[config.mk]
export PLATFORM = sky130hd
export DESIGN_NAME = routerCore
export DESIGN_NICKNAME = d
export VERILOG_FILES = /design/src/design/nocPkg.sv /design/src/design/routerCore.sv /design/src/design/switchArbiter.sv /design/src/design/crossbar.sv /design/src/design/inputFifo.sv /design/src/design/portTimer.sv
export SDC_FILE = /design/constraint.sdc
export NUM_CORES = 1
export LEC_CHECK = 0
export CELL_PAD_IN_SITES_DETAIL_PLACEMENT = 1
export CELL_PAD_IN_SITES_GLOBAL_PLACEMENT = 1
export CORE_MARGIN = 2
export CORE_UTILIZATION = 35
export CTS_BUF_LIST = sky130_fd_sc_hd__clkbuf_2
export DETAILED_ROUTE_END_ITERATION = 12
export DONT_BUFFER_PORTS = 1
export HOLD_SLACK_MARGIN = 0.06
export PLACE_DENSITY_LB_ADDON = 0.1
export SYNTH_ARGS = -nofsm -noshare
export SYNTH_HDL_FRONTEND = slang
export SYNTH_SLANG_ARGS = --single-unit
[constraint.sdc]
create_clock -name clk -period 4.8 [get_ports clk]
set_clock_uncertainty 0.15 [all_clocks]
set_input_delay 0.48 -clock clk [delete_from_list [all_inputs] [get_ports clk]]
set_output_delay 0.48 -clock clk [all_outputs]
set_load 0.02 [all_outputs]
[src/design/nocPkg.sv]
`default_nettype none

package nocPkg;

  localparam int numPorts  = 5;
  localparam int portIdxW  = 3;
  localparam int flitIdW   = 3;
  localparam int lenW      = 12;
  localparam int dataW     = 16;
  localparam int fifoDepth = 4;
  localparam int fifoPtrW  = $clog2(fifoDepth);

  // flit kinds, only a head flit loads the hold timer
  localparam logic [flitIdW-1:0] flitHead = 3'd1;
  localparam logic [flitIdW-1:0] flitBody = 3'd2;
  localparam logic [flitIdW-1:0] flitTail = 3'd3;

  // port indices, also bit positions in the one-hot grant
  localparam logic [portIdxW-1:0] portL = 3'd0;
  localparam logic [portIdxW-1:0] portN = 3'd1;
  localparam logic [portIdxW-1:0] portE = 3'd2;
  localparam logic [portIdxW-1:0] portW = 3'd3;
  localparam logic [portIdxW-1:0] portS = 3'd4;

  typedef struct packed {
    logic [flitIdW-1:0] flitId;
    logic [lenW-1:0]    length;   // packet length, meaningful in head flits
    logic [dataW-1:0]   data;
  } flitT;

  typedef logic [numPorts-1:0] grantT;   // one-hot, all zero when idle

endpackage

`default_nettype wire
[src/design/routerCore.sv]
`default_nettype none

module routerCore (
  input  logic                        clk,
  input  logic                        rst,
  input  logic [nocPkg::numPorts-1:0] inValid,
  input  nocPkg::flitT                inFlit [nocPkg::numPorts],
  output logic [nocPkg::numPorts-1:0] inFull,
  output nocPkg::flitT                outFlit,
  output logic                        outValid,
  output logic [nocPkg::portIdxW-1:0] outPort
);
  import nocPkg::*;

  logic [numPorts-1:0] req;
  logic [numPorts-1:0] popped;
  flitT                headFlit [numPorts];
  grantT               grant;

  for (genvar p = 0; p < numPorts; p++)
  begin : genPort
    inputFifo uFifo (
      .clk      (clk),
      .rst      (rst),
      .inValid  (inValid[p]),
      .inFlit   (inFlit[p]),
      .grantMe  (grant[p]),
      .headFlit (headFlit[p]),
      .popped   (popped[p]),
      .notEmpty (req[p]),   // request is simply a non-empty buffer
      .full     (inFull[p])
    );
  end

  switchArbiter uArb (
    .clk      (clk),
    .rst      (rst),
    .req      (req),
    .popped   (popped),
    .headFlit (headFlit),
    .grant    (grant)
  );

  crossbar uXbar (
    .clk      (clk),
    .rst      (rst),
    .popped   (popped),
    .headFlit (headFlit),
    .outFlit  (outFlit),
    .outValid (outValid),
    .outPort  (outPort)
  );

endmodule

`default_nettype wire

[src/design/switchArbiter.sv]
`default_nettype none

module switchArbiter (
  input  logic                        clk,
  input  logic                        rst,
  input  logic [nocPkg::numPorts-1:0] req,
  input  logic [nocPkg::numPorts-1:0] popped,
  input  nocPkg::flitT                headFlit [nocPkg::numPorts],
  output nocPkg::grantT               grant
);
  import nocPkg::*;

  grantT               nextGrant;
  logic [numPorts-1:0] headLoad;
  logic [numPorts-1:0] runTimer;
  logic [numPorts-1:0] timesUp;
  logic [portIdxW-1:0] holder;
  logic [portIdxW-1:0] cand;
  logic                keep;

  for (genvar p = 0; p < numPorts; p++)
  begin : genTimer
    assign headLoad[p] = popped[p] && (headFlit[p].flitId == flitHead);

    portTimer uTimer (
      .clk        (clk),
      .rst        (rst),
      .load       (headLoad[p]),
      .loadLength (headFlit[p].length),
      .run        (runTimer[p]),
      .timesUp    (timesUp[p])
    );
  end

  // from idle pretend S held last, so the ring search starts at L
  always_comb
  begin
    holder = portS;
    for (int i = 0; i < numPorts; i++)
    begin
      if (grant[i])
        holder = portIdxW'(i);
    end
  end

  assign keep = (grant != '0) && req[holder] && !timesUp[holder];

  always_comb
  begin
    nextGrant = '0;
    runTimer  = '0;
    cand      = holder;
    if (keep)
    begin
      nextGrant = grant;
      runTimer  = grant;   // only the holder that keeps the link counts
    end
    else
    begin
      // rotate from the port after the holder, holder itself comes last
      for (int k = 0; k < numPorts; k++)
      begin
        cand = (cand == portIdxW'(numPorts - 1)) ? '0 : cand + 1'b1;
        if ((nextGrant == '0) && req[cand])
          nextGrant[cand] = 1'b1;
      end
    end
  end

  always_ff @(posedge clk)
  begin
    if (rst)
      grant <= '0;
    else
      grant <= nextGrant;   // no requests gives all zero, back to idle
  end

endmodule

`default_nettype wire

[src/design/crossbar.sv]
`default_nettype none

module crossbar (
  input  logic                        clk,
  input  logic                        rst,
  input  logic [nocPkg::numPorts-1:0] popped,
  input  nocPkg::flitT                headFlit [nocPkg::numPorts],
  output nocPkg::flitT                outFlit,
  output logic                        outValid,
  output logic [nocPkg::portIdxW-1:0] outPort
);
  import nocPkg::*;

  logic [portIdxW-1:0] sel;

  // pops are one-hot since they follow the grant
  always_comb
  begin
    sel = '0;
    for (int i = 0; i < numPorts; i++)
    begin
      if (popped[i])
        sel = portIdxW'(i);
    end
  end

  always_ff @(posedge clk)
  begin
    if (rst)
      outValid <= 1'b0;
    else
      outValid <= |popped;
  end

  always_ff @(posedge clk)
  begin
    if (|popped)
    begin
      outFlit <= headFlit[sel];
      outPort <= sel;   // source port travels with the flit
    end
  end

endmodule

`default_nettype wire

[src/design/inputFifo.sv]
`default_nettype none

module inputFifo (
  input  logic         clk,
  input  logic         rst,
  input  logic         inValid,
  input  nocPkg::flitT inFlit,
  input  logic         grantMe,
  output nocPkg::flitT headFlit,
  output logic         popped,
  output logic         notEmpty,
  output logic         full
);
  import nocPkg::*;

  flitT                mem [fifoDepth];
  logic [fifoPtrW-1:0] wrPtr;
  logic [fifoPtrW-1:0] rdPtr;
  logic [fifoPtrW:0]   count;
  logic                push;

  assign full     = (count == (fifoPtrW + 1)'(fifoDepth));
  assign notEmpty = (count != '0);
  assign push     = inValid && !full;   // a flit arriving at a full buffer is lost
  assign popped   = grantMe && notEmpty;
  assign headFlit = mem[rdPtr];

  always_ff @(posedge clk)
  begin
    if (push)
      mem[wrPtr] <= inFlit;
  end

  always_ff @(posedge clk)
  begin
    if (rst)
    begin
      wrPtr <= '0;
      rdPtr <= '0;
      count <= '0;
    end
    else
    begin
      if (push)
        wrPtr <= wrPtr + 1'b1;   // depth is a power of two, pointers wrap
      if (popped)
        rdPtr <= rdPtr + 1'b1;
      case ({push, popped})
        2'b10:   count <= count + 1'b1;
        2'b01:   count <= count - 1'b1;
        default: count <= count;
      endcase
    end
  end

endmodule

`default_nettype wire

[src/design/portTimer.sv]
`default_nettype none

module portTimer (
  input  logic                    clk,
  input  logic                    rst,
  input  logic                    load,
  input  logic [nocPkg::lenW-1:0] loadLength,
  input  logic                    run,
  output logic                    timesUp
);
  import nocPkg::*;

  logic [lenW-1:0] limit;   // hold limit from the last head flit
  logic [lenW-1:0] count;   // cycles held so far

  always_ff @(posedge clk)
  begin
    if (rst)
    begin
      limit <= '0;
      count <= '0;
    end
    else
    begin
      if (load)
        limit <= loadLength;
      if (run)
        count <= count + 1'b1;
      else
        count <= '0;   // restart whenever the hold breaks
    end
  end

  // a head popped on the first grant cycle must not be judged against the old limit
  assign timesUp = (count == (load ? loadLength : limit));

endmodule

`default_nettype wire

Word-level counts from Yosys, hierarchy flattened
Memories as Yosys holds them, arrays and structs flattened. A register that Yosys moved wholly into a read port is not among the register bits.
Index checks and enable logic that the tools add are counted.
- $add $sub $neg: 30
- order comparisons: 12
- equal/unequal tests: 30
- multiplexer cells: 81
- bitwise gates (word level): 10
- reduce and logical (&&, ||, !) cells: 53
- operator list (kind ; number):
    binary-select mux 31 bit (select 3 bit) ; 1
    2-to-1 mux 31 bit ; 2
    adder 12 x 1 -> 12 bit, second input constant ; 5
    equality test 12 bit ; 5
    2-to-1 mux 12 bit ; 5
    2-to-1 mux 5 bit ; 10
    2-to-1 mux 3 bit ; 11
    adder 3 x 1 -> 3 bit, second input constant ; 10
    equality test 3 bit, second input constant ; 10
    one-hot mux 3 bit (2 select lines) ; 5
    logical AND 1 bit ; 26
    less-than comparator 3 x 4 -> 1 bit, second input constant ; 6
    2-to-1 mux 2 bit ; 12
    2-to-1 mux 1 bit ; 23
    binary-select mux 1 bit (select 3 bit) ; 7
    adder 2 x 1 -> 2 bit, second input constant ; 10
    logical NOT 5 bit ; 4
    bitwise OR 5 bit ; 4
    demux 1 bit (select 3 bit) ; 5
    equality test 3 x 1 -> 1 bit, second input constant ; 5
    >= comparator 3 x 1 -> 1 bit, second input constant ; 5
    nonzero test 3 bit ; 5
    subtractor 3 x 1 -> 3 bit, second input constant ; 5
    equality test 2 x 1 -> 1 bit, second input constant ; 5
    9 further kinds ; 30
- flip-flop bits (word level): 195
- bits in writable memories: 620
- input bits: 162
- output and inout port bits: 40
- logic and storage cells: 252
- memories: 5
- memories (memory ; depth ; bits a word ; read ports ; clocked after memory_dff ; wr ports ; line ; source):
    genPort[0].uFifo.mem ; 4 ; 31 ; 1 ; 1 ; 1 ; inputFifo.sv:16 ; flitT mem [fifoDepth];
    genPort[1].uFifo.mem ; 4 ; 31 ; 1 ; 1 ; 1 ; inputFifo.sv:16 ;
    genPort[2].uFifo.mem ; 4 ; 31 ; 1 ; 1 ; 1 ; inputFifo.sv:16 ;
    genPort[3].uFifo.mem ; 4 ; 31 ; 1 ; 1 ; 1 ; inputFifo.sv:16 ;
    genPort[4].uFifo.mem ; 4 ; 31 ; 1 ; 1 ; 1 ; inputFifo.sv:16 ;

Longest topological paths before layout
- depth after elaboration: 28
- gate-level depth with buffers: 23
- depth with buffers taken out: 21

Modules after synthesis
From an unflattened synthesis, not the netlist that was laid out.
- cell total of the unflattened synthesis: 2041
- area, all modules: 33772.4 um^2
- modules (own cells, without submodules) (module ; times used ; cells each ; area each (um^2) ; seq. area each (um^2)):
    inputFifo ; 5 ; 213 ; 4948.5 ; 3903.7
    portTimer ; 5 ; 110 ; 1051.0 ; 480.5
    crossbar ; 1 ; 190 ; 2115.8 ; 1041.0
    switchArbiter ; 1 ; 236 ; 1659.1 ; 100.1

Worst setup path after synthesis
No wires, ideal clock.
- kind: reg-to-reg
- start: reg uArb.grant[1]
- end: reg uArb.grant[0]
- setup time: 91 ps
- arrival time: 4496 ps
- required time: 4559 ps
- path slack: 63 ps
- cell stages (with the launch flop): 23
- cell sequence: dfxtp_1 -> buf_2 -> nor2b_1 -> o21ai_1 -> ha_1 -> o21ai_2 -> nand2_1 -> ha_1 -> a21oi_1 -> o21ai_1 -> nand2_2 -> inv_2 -> clkbuf_1 -> ha_1 -> nand2_1 -> a31oi_1 -> a2111oi_0 -> o32a_1 -> or2_1 -> a211o_1 -> a2111oi_4 -> nand4b_1 -> a311oi_1
- longest elaborated chain between the ends: 27
- elaborated cells between the ends (all ways): 87
- ends and longest elaborated chain (what ; line ; source):
    start: declaration ; switchArbiter.sv:9 ; output nocPkg::grantT grant
    start signal: assignment ; switchArbiter.sv:75 ; grant <= nextGrant;
    parallel branches: the longest is 27 deep, another holds adder 3 x 1 -> 3 bit ; n/a ;
Several ways; the timed one is not identified. The select of a mux whose other input is x is not followed.
A chain may end at the register's enable or synchronous reset.

Worst setup path after layout
- start: reg uArb.grant[2]
- end: reg uArb.grant[3]
- longest elaborated chain between the ends: 26
- elaborated cells between the ends (all ways): 86
- ends and longest elaborated chain (what):
    parallel branches: the longest is 26 deep, another holds adder 3 x 1 -> 3 bit
Several ways; the timed one is not identified. The select of a mux whose other input is x is not followed.

==> results.sh <==
export IMPL_fin_crit_sh=0.937
export IMPL_end_kind="flip-flop"
export IMPL_cts_max_path_buffers=3
export IMPL_antenna_found_initial=3
export IMPL_synth_distinct_cells=93
export IMPL_async_flop_share=0
export IMPL_syn_cell_area_um2=34700
export IMPL_cap_violations=0
export IMPL_final_area_um2=43200
export IMPL_grt_pass1_wl_um=154000
export IMPL_setup_ws_ps=300
export IMPL_ioPinCount=202
export IMPL_grt_pass1_vias=24600
export IMPL_multiInputGateArea_um2=10800
export IMPL_initial_core_util=0.353
export IMPL_yosys_area_share_simple=0.0843
export IMPL_status="finished clean"
export IMPL_cp_required_ps=6010
export IMPL_critPathLaunch="uArb.grant[2]"
export IMPL_yosysTopAreaCell="edfxtp_1"
export IMPL_area_growth_pct=24.5
export IMPL_synthAdderAreaFrac=0.0162
export IMPL_p_per_area_nw_per_um2=427
export IMPL_fillCellCount=10100
export IMPL_worstHoldPathType="input port to flip-flop"
export IMPL_clk_latency_ps=1470
export IMPL_ys_warn_count=0
export IMPL_arrival_ps=5710
export IMPL_dp_hpwl_um=65900
export IMPL_worstSetupPathType="flip-flop to flip-flop"
export IMPL_finalSetupViolCount=0
export IMPL_yosys_register_bits=825
export IMPL_avgRoutedWirePerCell_um=22.9
export IMPL_r2r_slack_ps=300
export IMPL_hold_violations=0
export IMPL_whs_ps=318
export IMPL_synth_mux_area_frac=0.116
export IMPL_synth_edff_count=654
export IMPL_avgSynthCellArea_um2=14.9
export IMPL_root_buffer="clkbuf_2"
export IMPL_routed_wl_um=101000
export IMPL_synth_ff_type="edfxtp_1"
export IMPL_synth_compound_area_frac=0.0607
export IMPL_p_leak_uw=0.0149
export IMPL_synth_fp_nets=2530
export IMPL_register_area_um2=23100
export IMPL_place_congestion=0.816
export IMPL_synthTopCellsByArea="edfxtp_1, dfxtp_1, mux4_2"
export IMPL_drtIter0Drc=1370
export IMPL_yosysSeqAreaShare=0.665
export IMPL_grt_util_all_layers=0.202
export IMPL_dr_pass1_iters=5
export IMPL_fp_dieW_um=319
export IMPL_grt_max_degree=128
export IMPL_htree_levels=4
export IMPL_r2r_end="uArb.grant[3]"
export IMPL_fmax_mhz=222
export IMPL_synth_top_area_share=0.567
export IMPL_finalMaxSlewViolations=0
export IMPL_die_h_um=319
export IMPL_vias=22300
export IMPL_syn_inst=2326
export IMPL_cts_tree="built"
export IMPL_grt_ovfl_total=0
export IMPL_cts_made_buffers=215
export IMPL_endpoint="uArb.grant[3]"
export IMPL_drive_above_1_share=0.197
export IMPL_worst_pin_slew_ps=1170
export IMPL_path_max_fanout=12
export IMPL_core_um2=98300
export IMPL_synthXorXnorAreaFrac=0.0298
export IMPL_synth_top_family_by_area="multiplexers"
export IMPL_dp_slack_ps=15.0
export IMPL_clkSinkCount=825
export IMPL_drc=0
export IMPL_maxSlewHeadroom=0.215
export IMPL_clk_pin_slew_worst_paths_ps=110
export IMPL_period_needed_ps=4500
export IMPL_dieArea_um2=102000
export IMPL_ant_nets=0
export IMPL_final_net_count=3174
export IMPL_max_vdd_ir_drop_mv=0.410
export IMPL_core_rowCount=115
export IMPL_portBuffers=0
export IMPL_avgViaCountPerCell=5.05
export IMPL_startpoint_type="flip-flop"
export IMPL_r2r_start="uArb.grant[2]"
export IMPL_r2r_cells=18
export IMPL_place_area_um2=36300
==> stage by stage <==
step / total power [uW] / cells / setup TNS [ps] / util
finish: 18400 / 4421 / 0 / 0.439
floorplan: 11600 / 2326 / 0 / -
CTS: 18600 / 4414 / 0 / 0.438
detailed placement: 13300 / 3552 / 0 / 0.369
global route: 19500 / 4419 / -75.0 / 0.439
global placement: 13200 / 3552 / 0 / 0.369
==> sequential cells by signal (all words and copies together), names as in the netlist, named ones only <==
name                        flops
uXbar.outValid                  1
uArb.genTimer.uTimer.count     60
uXbar.outPort                   3
uArb.grant                      5
uXbar.outFlit                  31
genPort.uFifo.count            15
uArb.genTimer.uTimer.limit     60
genPort.uFifo.rdPtr            10
genPort.uFifo.wrPtr            10
genPort.uFifo.mem             620
==> routing by layer <==
metal / track usage / share of wire / wire length (um) / up-vias
met4: 0.0730 / 0.027 / 2680 / 0
met1: 0.254 / 0.43 / 43400 / 11400
li1: - / - / - / 10300
met3: 0.0395 / 0.038 / 3880 / 159
met5: 0 / 0 / 0 / -
met2: 0.345 / 0.51 / 51300 / 473
==> power breakdown <==
part / switching, uW / internal [uW]
Combinational: 3130 / 1970
Clock: 2900 / 1850
Sequential: 311 / 8280
==> worst min path at each step <==
stage                                           start                                 to  slack [ps]  cells past startpoint
finish                                     inValid[1]        genPort[1].uFifo.mem[2][16]         320                      4
global route                              inFlit[152]        genPort[0].uFifo.mem[3][28]         200                      2
CTS                                        inFlit[91]        genPort[2].uFifo.mem[0][29]          90                      2
global placement    uArb.genTimer[1].uTimer.limit[11]  uArb.genTimer[1].uTimer.limit[11]         300                      2
detailed placement   uArb.genTimer[4].uTimer.limit[2]   uArb.genTimer[4].uTimer.limit[2]         310                      2
floorplan           uArb.genTimer[1].uTimer.limit[11]  uArb.genTimer[1].uTimer.limit[11]         290                      2
==> synthesized netlist by cell type (all sizes together), types with 8 or more instances <==
library cell / n
buf: 47
clkbuf: 86
or3: 13
nand3: 41
and3: 62
and2: 22
o22ai: 13
a2111oi: 10
nand2: 164
a21oi: 98
inv: 89
nor2: 172
mux2: 9
a211oi: 18
nand2b: 11
o2111ai: 8
nor2b: 10
mux4: 148
nor3: 23
mux2i: 60
edfxtp: 654
nand4: 13
a311oi: 21
xnor2: 74
o21ai: 60
ha: 37
dfxtp: 171
nor4: 33
xor2: 44
nor4b: 8
==> cells by family (layout without fill, tap and decap cells) <==
family / after synthesis / in the layout
simple gates: 593 / 593
fa+ha+maj: 42 / 42
mux: 217 / 217
flops: 825 / 825
other cells: 0 / 4
buf+inv: 222 / 1026
compound gates: 309 / 309
xor+xnor: 118 / 118
==> critical path: stages, from the launching register on <==
cell and delay (ps):
dfxtp_4 390, nor2_1 60, nor2_2 130, inv_1 100, ha_1 230, o21ai_4 130
nand2_2 100, ha_1 230, or4_1 420, o211ai_2 150, and2_4 300, a2111oi_1 90
o311ai_2 410, o211ai_2 250, a211o_1 340, a2111oi_4 380, buf_4 180, nand3_1 70
a311oi_1 280
==> layout by cell type (no fill, tap or decap), types with 6 or more instances in the layout <==
master	instances
a31oi_1	6
a21oi_1	97
o22ai_1	12
dfxtp_2	6
clkinv_1	49
o2111ai_1	8
dfxtp_1	164
edfxtp_1	654
clkinv_2	6
nor3_1	22
nor2b_1	9
buf_4	74
nand4_1	13
mux2_2	7
and2_1	17
xor2_1	44
nand2b_1	11
ha_1	36
a211oi_1	17
a222oi_1	7
o21ai_0	53
inv_1	87
and3_1	62
mux4_2	148
or3_1	13
dlygate4sd3_1	483
xnor2_1	74
a2111oi_0	7
mux2i_1	58
nand3_1	39
nor2_1	170
a311oi_1	20
o21a_1	6
nand2_1	161
nor4_1	32
clkbuf_2	315
==> area by class of cell <==
cell class,instances,area share
Antenna cell,4,0.000232
Clock buffer,315,0.0365
Timing Repair Buffer,560,0.126
Tap cell,1287,0.0373
Clock inverter,62,0.00696
Inverter,89,0.00774
Multi-Input combinational cell,1279,0.250
Sequential cell,825,0.535
==> timing repair <==
item                       4_1_cts  5_1_grt
setup endpoints to repair        3        5
resized for setup                4       16
hold buffers                   485        0
pin swaps                        0        7
hold endpoints to repair      1411        0
buffers inserted                 0        3
Power figures use the tool's default switching activity.
